==> config.mk <==
export PLATFORM = sky130hd
export DESIGN_NAME = circle_top
export DESIGN_NICKNAME = d
export VERILOG_FILES = /design/src/design/circle_pkg.sv /design/src/design/circle_fsm.sv /design/src/design/circle_top.sv /design/src/design/fill_counter.sv /design/src/design/midpoint_datapath.sv /design/src/design/octant_mapper.sv
export SDC_FILE = /design/constraint.sdc
export NUM_CORES = 1
export LEC_CHECK = 0
export ABC_AREA = 1
export BUFFER_PORTS_ARGS = -buffer_cell sky130_fd_sc_hd__buf_2
export CELL_PAD_IN_SITES_DETAIL_PLACEMENT = 0
export CELL_PAD_IN_SITES_GLOBAL_PLACEMENT = 1
export CORE_AREA = 2 2 118 120
export DETAILED_ROUTE_END_ITERATION = 6
export DIE_AREA = 0 0 120 122
export HOLD_SLACK_MARGIN = 0.15
export PLACE_DENSITY = 0.84
export SLEW_MARGIN = 20
export SYNTH_ARGS = -nofsm -noshare
export SYNTH_HDL_FRONTEND = slang
export SYNTH_SLANG_ARGS = --single-unit
==> constraint.sdc <==
create_clock -name clk -period 4.9 [get_ports clk]
set_input_delay 0.98 -clock clk [delete_from_list [all_inputs] [get_ports clk]]
set_output_delay 0.98 -clock clk [all_outputs]
set_load 0.03 [all_outputs]
==> src/design/circle_pkg.sv <==
package circle_pkg;

    // Screen coordinate widths
    localparam int x_width = 8;
    localparam int y_width = 7;

    // Signed offset from the centre, wide enough for a full radius
    localparam int off_width = 9;

    // Midpoint decision value
    localparam int crit_width = 11;

    // Three-bit RGB colour
    localparam int colour_width = 3;

    // Drawer states, octant states kept consecutive for the octant index
    typedef enum logic [3:0] {
        circle_idle  = 4'd0,
        circle_load  = 4'd1,
        circle_black = 4'd2,
        circle_oct1  = 4'd3,
        circle_oct2  = 4'd4,
        circle_oct3  = 4'd5,
        circle_oct4  = 4'd6,
        circle_oct5  = 4'd7,
        circle_oct6  = 4'd8,
        circle_oct7  = 4'd9,
        circle_oct8  = 4'd10,
        circle_done  = 4'd11
    } circle_state_t;

endpackage

==> src/design/circle_fsm.sv <==
`timescale 1ns/10ps

module circle_fsm (
    input  logic                                   clk,
    input  logic                                   rst_n,
    input  logic                                   start,
    input  logic        [circle_pkg::colour_width-1:0] colour,
    input  logic signed [circle_pkg::crit_width-1:0]   crit,
    input  logic signed [circle_pkg::off_width-1:0]    offset_x,
    input  logic signed [circle_pkg::off_width-1:0]    offset_y,
    input  logic                                   fill_done,
    output logic                                   done,
    output logic        [circle_pkg::colour_width-1:0] pixel_colour,
    output logic                                   draw_circle,
    output logic        [2:0]                      octant_sel,
    output logic                                   fill_en,
    output logic                                   load_init,
    output logic                                   inc_y,
    output logic                                   dec_x,
    output logic                                   step
);

    import circle_pkg::*;

    circle_state_t state;
    circle_state_t next;

    // Offsets as they will be after this iteration's update
    logic signed [off_width-1:0] next_x;
    logic signed [off_width-1:0] next_y;
    logic                        crit_pos;

    assign crit_pos = (crit > 0);
    assign next_y   = offset_y + off_width'(1);
    assign next_x   = crit_pos ? offset_x - off_width'(1) : offset_x;

    always_ff @(posedge clk) begin
        if (!rst_n) begin
            state <= circle_idle;
        end else begin
            state <= next;
        end
    end

    always_comb begin
        next = state;
        case (state)
            circle_idle: begin
                if (start) begin
                    next = circle_load;
                end
            end
            circle_load: next = circle_black;
            circle_black: begin
                if (fill_done) begin
                    next = circle_oct1;
                end
            end
            circle_oct1: next = circle_oct2;
            circle_oct2: next = circle_oct3;
            circle_oct3: next = circle_oct4;
            circle_oct4: next = circle_oct5;
            circle_oct5: next = circle_oct6;
            circle_oct6: next = circle_oct7;
            circle_oct7: next = circle_oct8;
            circle_oct8: begin
                // Another iteration only while the arc stays above the diagonal
                if (next_y <= next_x) begin
                    next = circle_oct1;
                end else begin
                    next = circle_done;
                end
            end
            circle_done: begin
                if (!start) begin
                    next = circle_idle;
                end
            end
            default: next = circle_idle;
        endcase
    end

    always_comb begin
        done         = 1'b0;
        pixel_colour = '0;
        draw_circle  = 1'b0;
        octant_sel   = 3'd0;
        fill_en      = 1'b0;
        load_init    = 1'b0;
        inc_y        = 1'b0;
        dec_x        = 1'b0;
        step         = 1'b0;
        case (state)
            circle_load: load_init = 1'b1;
            circle_black: fill_en = 1'b1;
            circle_oct1, circle_oct2, circle_oct3, circle_oct4,
            circle_oct5, circle_oct6, circle_oct7, circle_oct8: begin
                draw_circle  = 1'b1;
                pixel_colour = colour;
                octant_sel   = 3'(state - circle_oct1);
                // Whole iteration advances once its last octant is out
                if (state == circle_oct8) begin
                    inc_y = 1'b1;
                    dec_x = crit_pos;
                    step  = 1'b1;
                end
            end
            circle_done: done = 1'b1;
            default: ;
        endcase
    end

endmodule

==> src/design/circle_top.sv <==
`timescale 1ns/10ps

module circle_top #(
    parameter int screen_w = 160,
    parameter int screen_h = 120
) (
    input  logic                                clk,
    input  logic                                rst_n,
    input  logic                                start,
    input  logic [circle_pkg::colour_width-1:0] colour,
    input  logic [circle_pkg::x_width-1:0]      centre_x,
    input  logic [circle_pkg::y_width-1:0]      centre_y,
    input  logic [circle_pkg::x_width-1:0]      radius,
    output logic                                done,
    output logic [circle_pkg::x_width-1:0]      vga_x,
    output logic [circle_pkg::y_width-1:0]      vga_y,
    output logic [circle_pkg::colour_width-1:0] vga_colour,
    output logic                                vga_plot
);

    import circle_pkg::*;

    // Datapath state seen by the FSM and the mapper
    logic signed [off_width-1:0]  offset_x;
    logic signed [off_width-1:0]  offset_y;
    logic signed [crit_width-1:0] crit;

    // FSM controls
    logic                    load_init;
    logic                    inc_y;
    logic                    dec_x;
    logic                    step;
    logic                    fill_en;
    logic                    draw_circle;
    logic [2:0]              octant_sel;
    logic [colour_width-1:0] pixel_colour;

    // Clear sweep
    logic [x_width-1:0] fill_x;
    logic [y_width-1:0] fill_y;
    logic               fill_done;

    circle_fsm fsm_i (
        .clk          (clk),
        .rst_n        (rst_n),
        .start        (start),
        .colour       (colour),
        .crit         (crit),
        .offset_x     (offset_x),
        .offset_y     (offset_y),
        .fill_done    (fill_done),
        .done         (done),
        .pixel_colour (pixel_colour),
        .draw_circle  (draw_circle),
        .octant_sel   (octant_sel),
        .fill_en      (fill_en),
        .load_init    (load_init),
        .inc_y        (inc_y),
        .dec_x        (dec_x),
        .step         (step)
    );

    fill_counter #(
        .screen_w (screen_w),
        .screen_h (screen_h)
    ) fill_i (
        .clk       (clk),
        .rst_n     (rst_n),
        .fill_en   (fill_en),
        .fill_x    (fill_x),
        .fill_y    (fill_y),
        .fill_done (fill_done)
    );

    midpoint_datapath dp_i (
        .clk       (clk),
        .rst_n     (rst_n),
        .radius    (radius),
        .load_init (load_init),
        .inc_y     (inc_y),
        .dec_x     (dec_x),
        .step      (step),
        .offset_x  (offset_x),
        .offset_y  (offset_y),
        .crit      (crit)
    );

    octant_mapper #(
        .screen_w (screen_w),
        .screen_h (screen_h)
    ) map_i (
        .centre_x     (centre_x),
        .centre_y     (centre_y),
        .offset_x     (offset_x),
        .offset_y     (offset_y),
        .octant_sel   (octant_sel),
        .draw_circle  (draw_circle),
        .fill_en      (fill_en),
        .fill_x       (fill_x),
        .fill_y       (fill_y),
        .pixel_colour (pixel_colour),
        .vga_x        (vga_x),
        .vga_y        (vga_y),
        .vga_colour   (vga_colour),
        .vga_plot     (vga_plot)
    );

endmodule

==> src/design/fill_counter.sv <==
`timescale 1ns/10ps

module fill_counter #(
    parameter int screen_w = 160,
    parameter int screen_h = 120
) (
    input  logic                           clk,
    input  logic                           rst_n,
    input  logic                           fill_en,
    output logic [circle_pkg::x_width-1:0] fill_x,
    output logic [circle_pkg::y_width-1:0] fill_y,
    output logic                           fill_done
);

    import circle_pkg::*;

    localparam logic [x_width-1:0] last_x = x_width'(screen_w - 1);
    localparam logic [y_width-1:0] last_y = y_width'(screen_h - 1);

    logic end_of_row;

    assign end_of_row = (fill_x == last_x);

    // Row-major sweep, restarts whenever the clear phase is not active
    always_ff @(posedge clk) begin
        if (!rst_n || !fill_en) begin
            fill_x <= '0;
            fill_y <= '0;
        end else if (end_of_row) begin
            fill_x <= '0;
            if (fill_y == last_y) begin
                fill_y <= '0;
            end else begin
                fill_y <= fill_y + 1'b1;
            end
        end else begin
            fill_x <= fill_x + 1'b1;
        end
    end

    // High on the bottom-right pixel only
    assign fill_done = fill_en && end_of_row && (fill_y == last_y);

endmodule

==> src/design/midpoint_datapath.sv <==
`timescale 1ns/10ps

module midpoint_datapath (
    input  logic                                     clk,
    input  logic                                     rst_n,
    input  logic        [circle_pkg::x_width-1:0]    radius,
    input  logic                                     load_init,
    input  logic                                     inc_y,
    input  logic                                     dec_x,
    input  logic                                     step,
    output logic signed [circle_pkg::off_width-1:0]  offset_x,
    output logic signed [circle_pkg::off_width-1:0]  offset_y,
    output logic signed [circle_pkg::crit_width-1:0] crit
);

    import circle_pkg::*;

    logic signed [off_width-1:0]  new_x;
    logic signed [off_width-1:0]  new_y;
    logic signed [crit_width-1:0] x_ext;
    logic signed [crit_width-1:0] y_ext;
    logic signed [crit_width-1:0] new_crit;
    logic signed [crit_width-1:0] radius_ext;

    assign new_x = dec_x ? offset_x - off_width'(1) : offset_x;
    assign new_y = inc_y ? offset_y + off_width'(1) : offset_y;

    assign x_ext      = crit_width'(new_x);
    assign y_ext      = crit_width'(new_y);
    assign radius_ext = signed'(crit_width'(radius));

    // Branch on the old decision value, increments from the new offsets
    always_comb begin
        if (crit <= 0) begin
            new_crit = crit + (y_ext <<< 1) + crit_width'(1);
        end else begin
            new_crit = crit + ((y_ext - x_ext) <<< 1) + crit_width'(1);
        end
    end

    always_ff @(posedge clk) begin
        if (!rst_n) begin
            offset_x <= '0;
            offset_y <= '0;
            crit     <= '0;
        end else if (load_init) begin
            offset_x <= signed'(off_width'(radius));
            offset_y <= '0;
            crit     <= crit_width'(1) - radius_ext;
        end else begin
            if (inc_y || dec_x) begin
                offset_x <= new_x;
                offset_y <= new_y;
            end
            if (step) begin
                crit <= new_crit;
            end
        end
    end

endmodule

==> src/design/octant_mapper.sv <==
`timescale 1ns/10ps

module octant_mapper #(
    parameter int screen_w = 160,
    parameter int screen_h = 120
) (
    input  logic        [circle_pkg::x_width-1:0]      centre_x,
    input  logic        [circle_pkg::y_width-1:0]      centre_y,
    input  logic signed [circle_pkg::off_width-1:0]    offset_x,
    input  logic signed [circle_pkg::off_width-1:0]    offset_y,
    input  logic        [2:0]                          octant_sel,
    input  logic                                       draw_circle,
    input  logic                                       fill_en,
    input  logic        [circle_pkg::x_width-1:0]      fill_x,
    input  logic        [circle_pkg::y_width-1:0]      fill_y,
    input  logic        [circle_pkg::colour_width-1:0] pixel_colour,
    output logic        [circle_pkg::x_width-1:0]      vga_x,
    output logic        [circle_pkg::y_width-1:0]      vga_y,
    output logic        [circle_pkg::colour_width-1:0] vga_colour,
    output logic                                       vga_plot
);

    import circle_pkg::*;

    // Two spare bits so centre plus or minus offset never overflows
    localparam int pt_width = off_width + 2;

    logic signed [pt_width-1:0] cx;
    logic signed [pt_width-1:0] cy;
    logic signed [pt_width-1:0] ox;
    logic signed [pt_width-1:0] oy;
    logic signed [pt_width-1:0] px;
    logic signed [pt_width-1:0] py;
    logic                       on_screen;

    assign cx = signed'(pt_width'(centre_x));
    assign cy = signed'(pt_width'(centre_y));
    assign ox = pt_width'(offset_x);
    assign oy = pt_width'(offset_y);

    always_comb begin
        case (octant_sel)
            3'd0: begin
                px = cx + ox;
                py = cy + oy;
            end
            3'd1: begin
                px = cx + oy;
                py = cy + ox;
            end
            3'd2: begin
                px = cx - oy;
                py = cy + ox;
            end
            3'd3: begin
                px = cx - ox;
                py = cy + oy;
            end
            3'd4: begin
                px = cx - ox;
                py = cy - oy;
            end
            3'd5: begin
                px = cx - oy;
                py = cy - ox;
            end
            3'd6: begin
                px = cx + oy;
                py = cy - ox;
            end
            default: begin
                px = cx + ox;
                py = cy - oy;
            end
        endcase
    end

    // Clip instead of wrapping
    assign on_screen = (px >= 0) && (px < screen_w) && (py >= 0) && (py < screen_h);

    assign vga_x      = fill_en ? fill_x : px[x_width-1:0];
    assign vga_y      = fill_en ? fill_y : py[y_width-1:0];
    assign vga_colour = fill_en ? '0 : pixel_colour;
    assign vga_plot   = fill_en || (draw_circle && on_screen);

endmodule

# == Word-level counts from Yosys, hierarchy flattened ==
# Cells that the tools add are included.
# word_totals
ff_bits,48
latch_bits,0
mem_bits_rw,0
mem_bits_ro,0
in_bits,29
output_inout_bits,20
word_cells,110
memories,0
# op_classes
addsub,19
multipliers,0
div_mod_pow,0
order_cmp,7
eq_ne,22
shift,0
n_mux,29
bitwise,1
n_reduce_logical,25
# op_table
op,count
one-hot mux 11 bit (3 select lines),2
one-hot mux 4 bit (12 select lines),1
two-way mux 11 bit,3
subtractor 9 x 9 -> 10 bit,3
two-way mux 9 bit,3
two-way mux 8 bit,3
adder 11 x 2 -> 11 bit (second input constant),2
greater-or-equal comparator 11 x 1 -> 1 bit (second input constant),2
adder 8 x 9 -> 10 bit,2
adder 9 x 9 -> 10 bit,2
subtractor 8 x 9 -> 10 bit,2
equality test 4 x 3 -> 1 bit (second input constant),4
equality test 4 bit (second input constant),4
two-way mux 4 bit,4
OR reduction 2 bit,8
two-way mux 7 bit,2
adder 11 x 10 -> 11 bit,1
adder 11 bit,1
greater-than comparator 11 x 1 -> 1 bit (second input constant),1
<= comparator 11 x 1 -> 1 bit (second input constant),1
< comparator 11 x 8 -> 1 bit (second input constant),1
< comparator 11 x 9 -> 1 bit (second input constant),1
adder 9 x 2 -> 9 bit (second input constant),1
equality test 3 bit (second input constant),3
24 further kinds,46

# == Longest topological paths before layout ==
# depth
depth_word,12
ltp_mapped,28
mapped_depth_nobuf,26

# == Hierarchy ==
# From an unflattened synthesis, not the netlist that was laid out.
# hier_totals
cells_unflattened,1159
hier_area_um2,6876.6
# modules_own_cells
mod,n_inst,cells_each,area_per_inst_um2,seq_area_each_um2
midpoint_datapath,1,470,3007.9,580.6
octant_mapper,1,392,2009.4,0.0
circle_fsm,1,191,1114.8,80.1
fill_counter,1,106,744.5,300.3

# == Least setup slack after synthesis ==
# Ideal clock, no wire load.
# synth_timing
path_kind,register -> output
start,reg fsm_i.state[0]
end,out vga_x[6] in the netlist's numbering
arrival_ps,3892
t_required_ps,3920
setup_slack_ps,28
path_stages_with_launch,22
path_cell_list,dfxtp_1 > inv_1 > buf_2 > ha_1 > nor2_1 > nand3_1 > nand2_2 > nand3_4 > buf_8 > o211ai_1 > nand2_1 > o22ai_1 > inv_1 > a31oi_1 > inv_1 > fa_1 > o21ai_0 > nand2_1 > nand2_1 > a21oi_1 > xor2_1 > o21ai_0
# synth_via
elab_chain_cells,7
# synth_rtl
item,line,rtl
from (decl),circle_fsm.sv:25,circle_state_t state;
from (signal assigned),circle_fsm.sv:39,state <= circle_idle;
from (signal assigned),circle_fsm.sv:41,state <= next;
"equality test 4 x 2 -> 1 bit, or another cell as far along",circle_fsm.sv:93,case (state)
OR reduction 8 bit,circle_fsm.sv:93,
two-way mux 3 bit,circle_fsm.sv:93,
"equality test 3 x 1 -> 1 bit, or another cell as far along",octant_mapper.sv:42,case (octant_sel)
OR reduction 2 bit (no line),--,
one-hot mux 11 bit (3 select lines),octant_mapper.sv:42,
two-way mux 8 bit (*),octant_mapper.sv:81,assign vga_x = fill_en ? fill_x : px[x_width-1:0];
to (decl),circle_top.sv:15,"output logic [circle_pkg::x_width-1:0] vga_x,"
# Every way passes the cells marked *; elsewhere a longest branch is shown, timed or not.

# == Worst setup path in the final report ==
# layout_timing
start,reg fsm_i.state[1]
end,out vga_plot
# layout_via
elab_chain_cells,12
# layout_rtl
item,line,rtl
"equality test 4 x 2 -> 1 bit, or another cell as far along",circle_fsm.sv:93,
OR reduction 8 bit,circle_fsm.sv:93,
two-way mux 3 bit,circle_fsm.sv:93,
"equality test 3 x 1 -> 1 bit, or another cell as far along",octant_mapper.sv:42,
OR reduction 2 bit (no line),--,
one-hot mux 11 bit (3 select lines),octant_mapper.sv:42,
greater-or-equal comparator 11 x 1 -> 1 bit or < comparator 11 x 9 -> 1 bit (tied branches),octant_mapper.sv:79,assign on_screen = (px >= 0) && (px < screen_w) && (py >= 0) && (py < screen_h);
logical AND 1 bit (3 in series),octant_mapper.sv:79,
logical AND 1 bit,octant_mapper.sv:84,assign vga_plot = fill_en || (draw_circle && on_screen);
logical OR 1 bit (*),octant_mapper.sv:84,
to (decl),circle_top.sv:18,output logic vga_plot
# Marks and branches as above.

==> run metrics <==
worst hold start=fill_i.fill_x[0]; Max clock buf depth=2; GRT met3 Usage=0.0290; max cap viols=0; failing checks=setup timing; clock share of power=0.139; busiest layer in global routing=met2; hold slack final=0.488 ns; share of cells above drive strength 1=0.177; fin area=6930 um2; Syn Area/Cell=~6.3 um2; leakage power=3.37 nW; Clock Skew=0.0100 ns; switching share of power=0.511; port bufs=48; WL per Instance=between 10 and 15 um; Rows=43; Critical Path AT=3.94 ns; GR Util met1=0.295; Placed Cells=between 1,000 and 1,500; CP Launch Type=flip-flop; Crit Reg-Reg Startpoint=dp_i.crit[6]; setup repair after global routing missed its margin=yes; CTS root buffer=clkbuf_16; Sw Pwr=1.70 mW; largest cells by area after synthesis=dfxtp_1, nand2_1, ha_1, inv_1, a21oi_1; Layout area overhead=19.2%; DR vias/cell=5.19; diode count=0; I/O pin count=just under 50; largest net degree at the start of global routing=26; worst-margin pin slew=about 0.58 ns; critical path fanouts, max=8; commonest non-fill, non-tap cell in the layout=nand2_1; setup slack after layout=-0.0217 ns; Peak Freq=0.203 GHz; synthesized area=5810 um2; commonest non-fill, non-tap cells in the layout=nand2_1, inv_1, a21oi_1; Total Power=3.33 mW; Syn Nets=1,012; post-route ant nets=0; #FFs+latches synth=48; Final Hold Vio Count=0; Gate power share=0.700; Seq/Total Area, Yosys=0.165; HPWL after DPL=13.2 mm; Synth cell types=50; die height=approximately 120 um; DR DRC count=0; Seq pwr share=0.160; final setup fails=1; pwr dens=481 nW/um2; dpl ws=about 0.070 ns; met2 Usage GRT=0.415; DR iter-0 viols=252; via count=6,104; initial antenna violation count=0; Critical Path Start=fsm_i.state[1]; routability congestion estimate=0.900; outcome=finished, violations left; fin cells=1,175; HP Class=reg2reg; worst vdd ir=between 0.3 and 0.4 mV; # clock sinks=48; fin nets=1,089; first-pass GRT wire length=27.4 mm; FF/Latch Area=968 um2; CTS tree=built; CTS clk-pin slew, worst paths=approximately 0.070 ns; WP data required=3.92 ns; period utilisation layout=1.00; CP endpoint kind=primary output; Initial Utilization=0.430; DRT Pass-1 Iters=5; die area=14,600 um2; area leader, netlist=dfxtp_1; Hold-fix buffers, CTS=0; Routed WL=16.7 mm; fin. max-slew vios=0; CORE AREA=~14,000 um2; synth warn=0; area fraction of the dominant cell type after synthesis=0.165; cts bufs inserted=5; Die W=120 um; Area after DPL=6330 um2; vias in the first global route=roughly 5,700; CTS H-tree lvls=2; min Tclk post-route=4.92 ns; GRT Resource Usage Total=0.233; grt ovf=0; Clock Latency Late Sink=0.31 ns; Syn Inst Count=just over 900; Slew HR=0.613; worst setup path class=reg2out; Multi-input gate area=4500 um2; FILL cells=1,410; P_int=1.63 mW
[final cells by class]
| cell class | instances | area share |
|---|---|---|
| inverters | 122 | 0.0668 |
| clock buffers | 5 | 0.0181 |
| repair buffers | 89 | 0.0827 |
| flip-flops and latches | 48 | 0.140 |
| clock inverters | 3 | 0.00994 |
| multi-input cells | 728 | 0.650 |
| well taps | 180 | 0.0325 |
[Yosys cell counts (all sizes together)]
cell,count
nand2,231
inv,121
a21oi,81
nor2,79
o21ai,67
ha,61
dfxtp,48
xor2,39
nand3,37
nand4,15
nor3,13
o22ai,13
xnor2,13
clkbuf,12
or2,11
a31oi,9
o211ai,9
a211oi,8
buf,8
o21a,6
fa,5
a221oi,4
nand3b,4
nor4,4
o21bai,4
a21boi,3
nor3b,3
o2111ai,2
o31ai,2
a21o,1
a22o,1
a22oi,1
clkinv,1
or4,1
[sequential cells by signal, summed over array words and instances (netlist names)]
register and flops:
dp_i.crit 11, fill_i.fill_x 8, dp_i.offset_y 9, fill_i.fill_y 7, fsm_i.state 4, dp_i.offset_x 9
[cell families (layout without fill, tap and decap cells)]
group | count (synthesis) | count (layout) | synth area share
and+or+nand+nor | 398 | 399 | 0.304
AOI/OAI and AO/OA | 211 | 211 | 0.207
buffers and inverters | 142 | 219 | 0.0956
adders and majority gates | 66 | 66 | 0.149
xor gates and xnor gates | 52 | 52 | 0.0784
DFF | 48 | 48 | 0.165
[stage by stage]
stage                      util  TNS [ns]
after detailed placement  0.469         0
after global routing      0.513    -0.660
final                     0.513   -0.0217
after floorplan               -         0
after CTS                 0.491         0
after global placement    0.469         0
[worst paths after layout]
path,cells after the start,to,slack (ns)
setup / recovery,26,vga_plot,-0.02
hold reg to reg,1,fill_i.fill_x[0],0.49
hold / removal,1,fill_i.fill_x[0],0.49
setup reg to reg,23,dp_i.crit[10],0.35
[worst max-delay path, stage by stage (launching register included)]
cell and delay (ns):
dfxtp_4 0.40, inv_4 0.06, ha_4 0.17, nor2_4 0.12, nand3_2 0.08, nand2_2 0.11, nand3_4 0.16, nand4_1 0.15
nand2_1 0.11, buf_4 0.17, a221oi_2 0.21, a21oi_1 0.11, ha_1 0.33, buf_4 0.15, nand2_1 0.07, o21ai_2 0.06
nand2_1 0.08, nand2_1 0.08, a21oi_2 0.16, xor2_1 0.19, nand2_1 0.09, nand2_2 0.06, nand3_2 0.08, a21oi_2 0.11
nand3_1 0.10, nand2_1 0.08, buf_6 0.14
[what timing repair did]
item                       4_1_cts  5_1_grt
resized for setup               15       51
buffers inserted                 7       13
gates cloned                     1        0
pin swaps                        9       24
setup endpoints to repair        2        7
[power groups by stage]
stage               clock network [mW]  logic (mW)  registers [mW]
floorplan                            0        1.59           0.505
global placement                     0        2.10           0.529
detailed placement                   0        2.10           0.529
CTS                              0.472        2.18           0.521
global route                     0.484        2.61           0.544
finish                           0.464        2.33           0.534
[layer usage]
| layer | routed length [um] | part of all wire | vias to the layer above |
|---|---|---|---|
| met1 | 7780 | 0.47 | 2716 |
| li1 | - | - | 3228 |
| met2 | 7890 | 0.47 | 134 |
| met3 | 599 | 0.036 | 26 |
| met4 | 412 | 0.025 | 0 |
| met5 | 0 | 0 | - |
No activity file was read; power rests on OpenSTA's default activity.
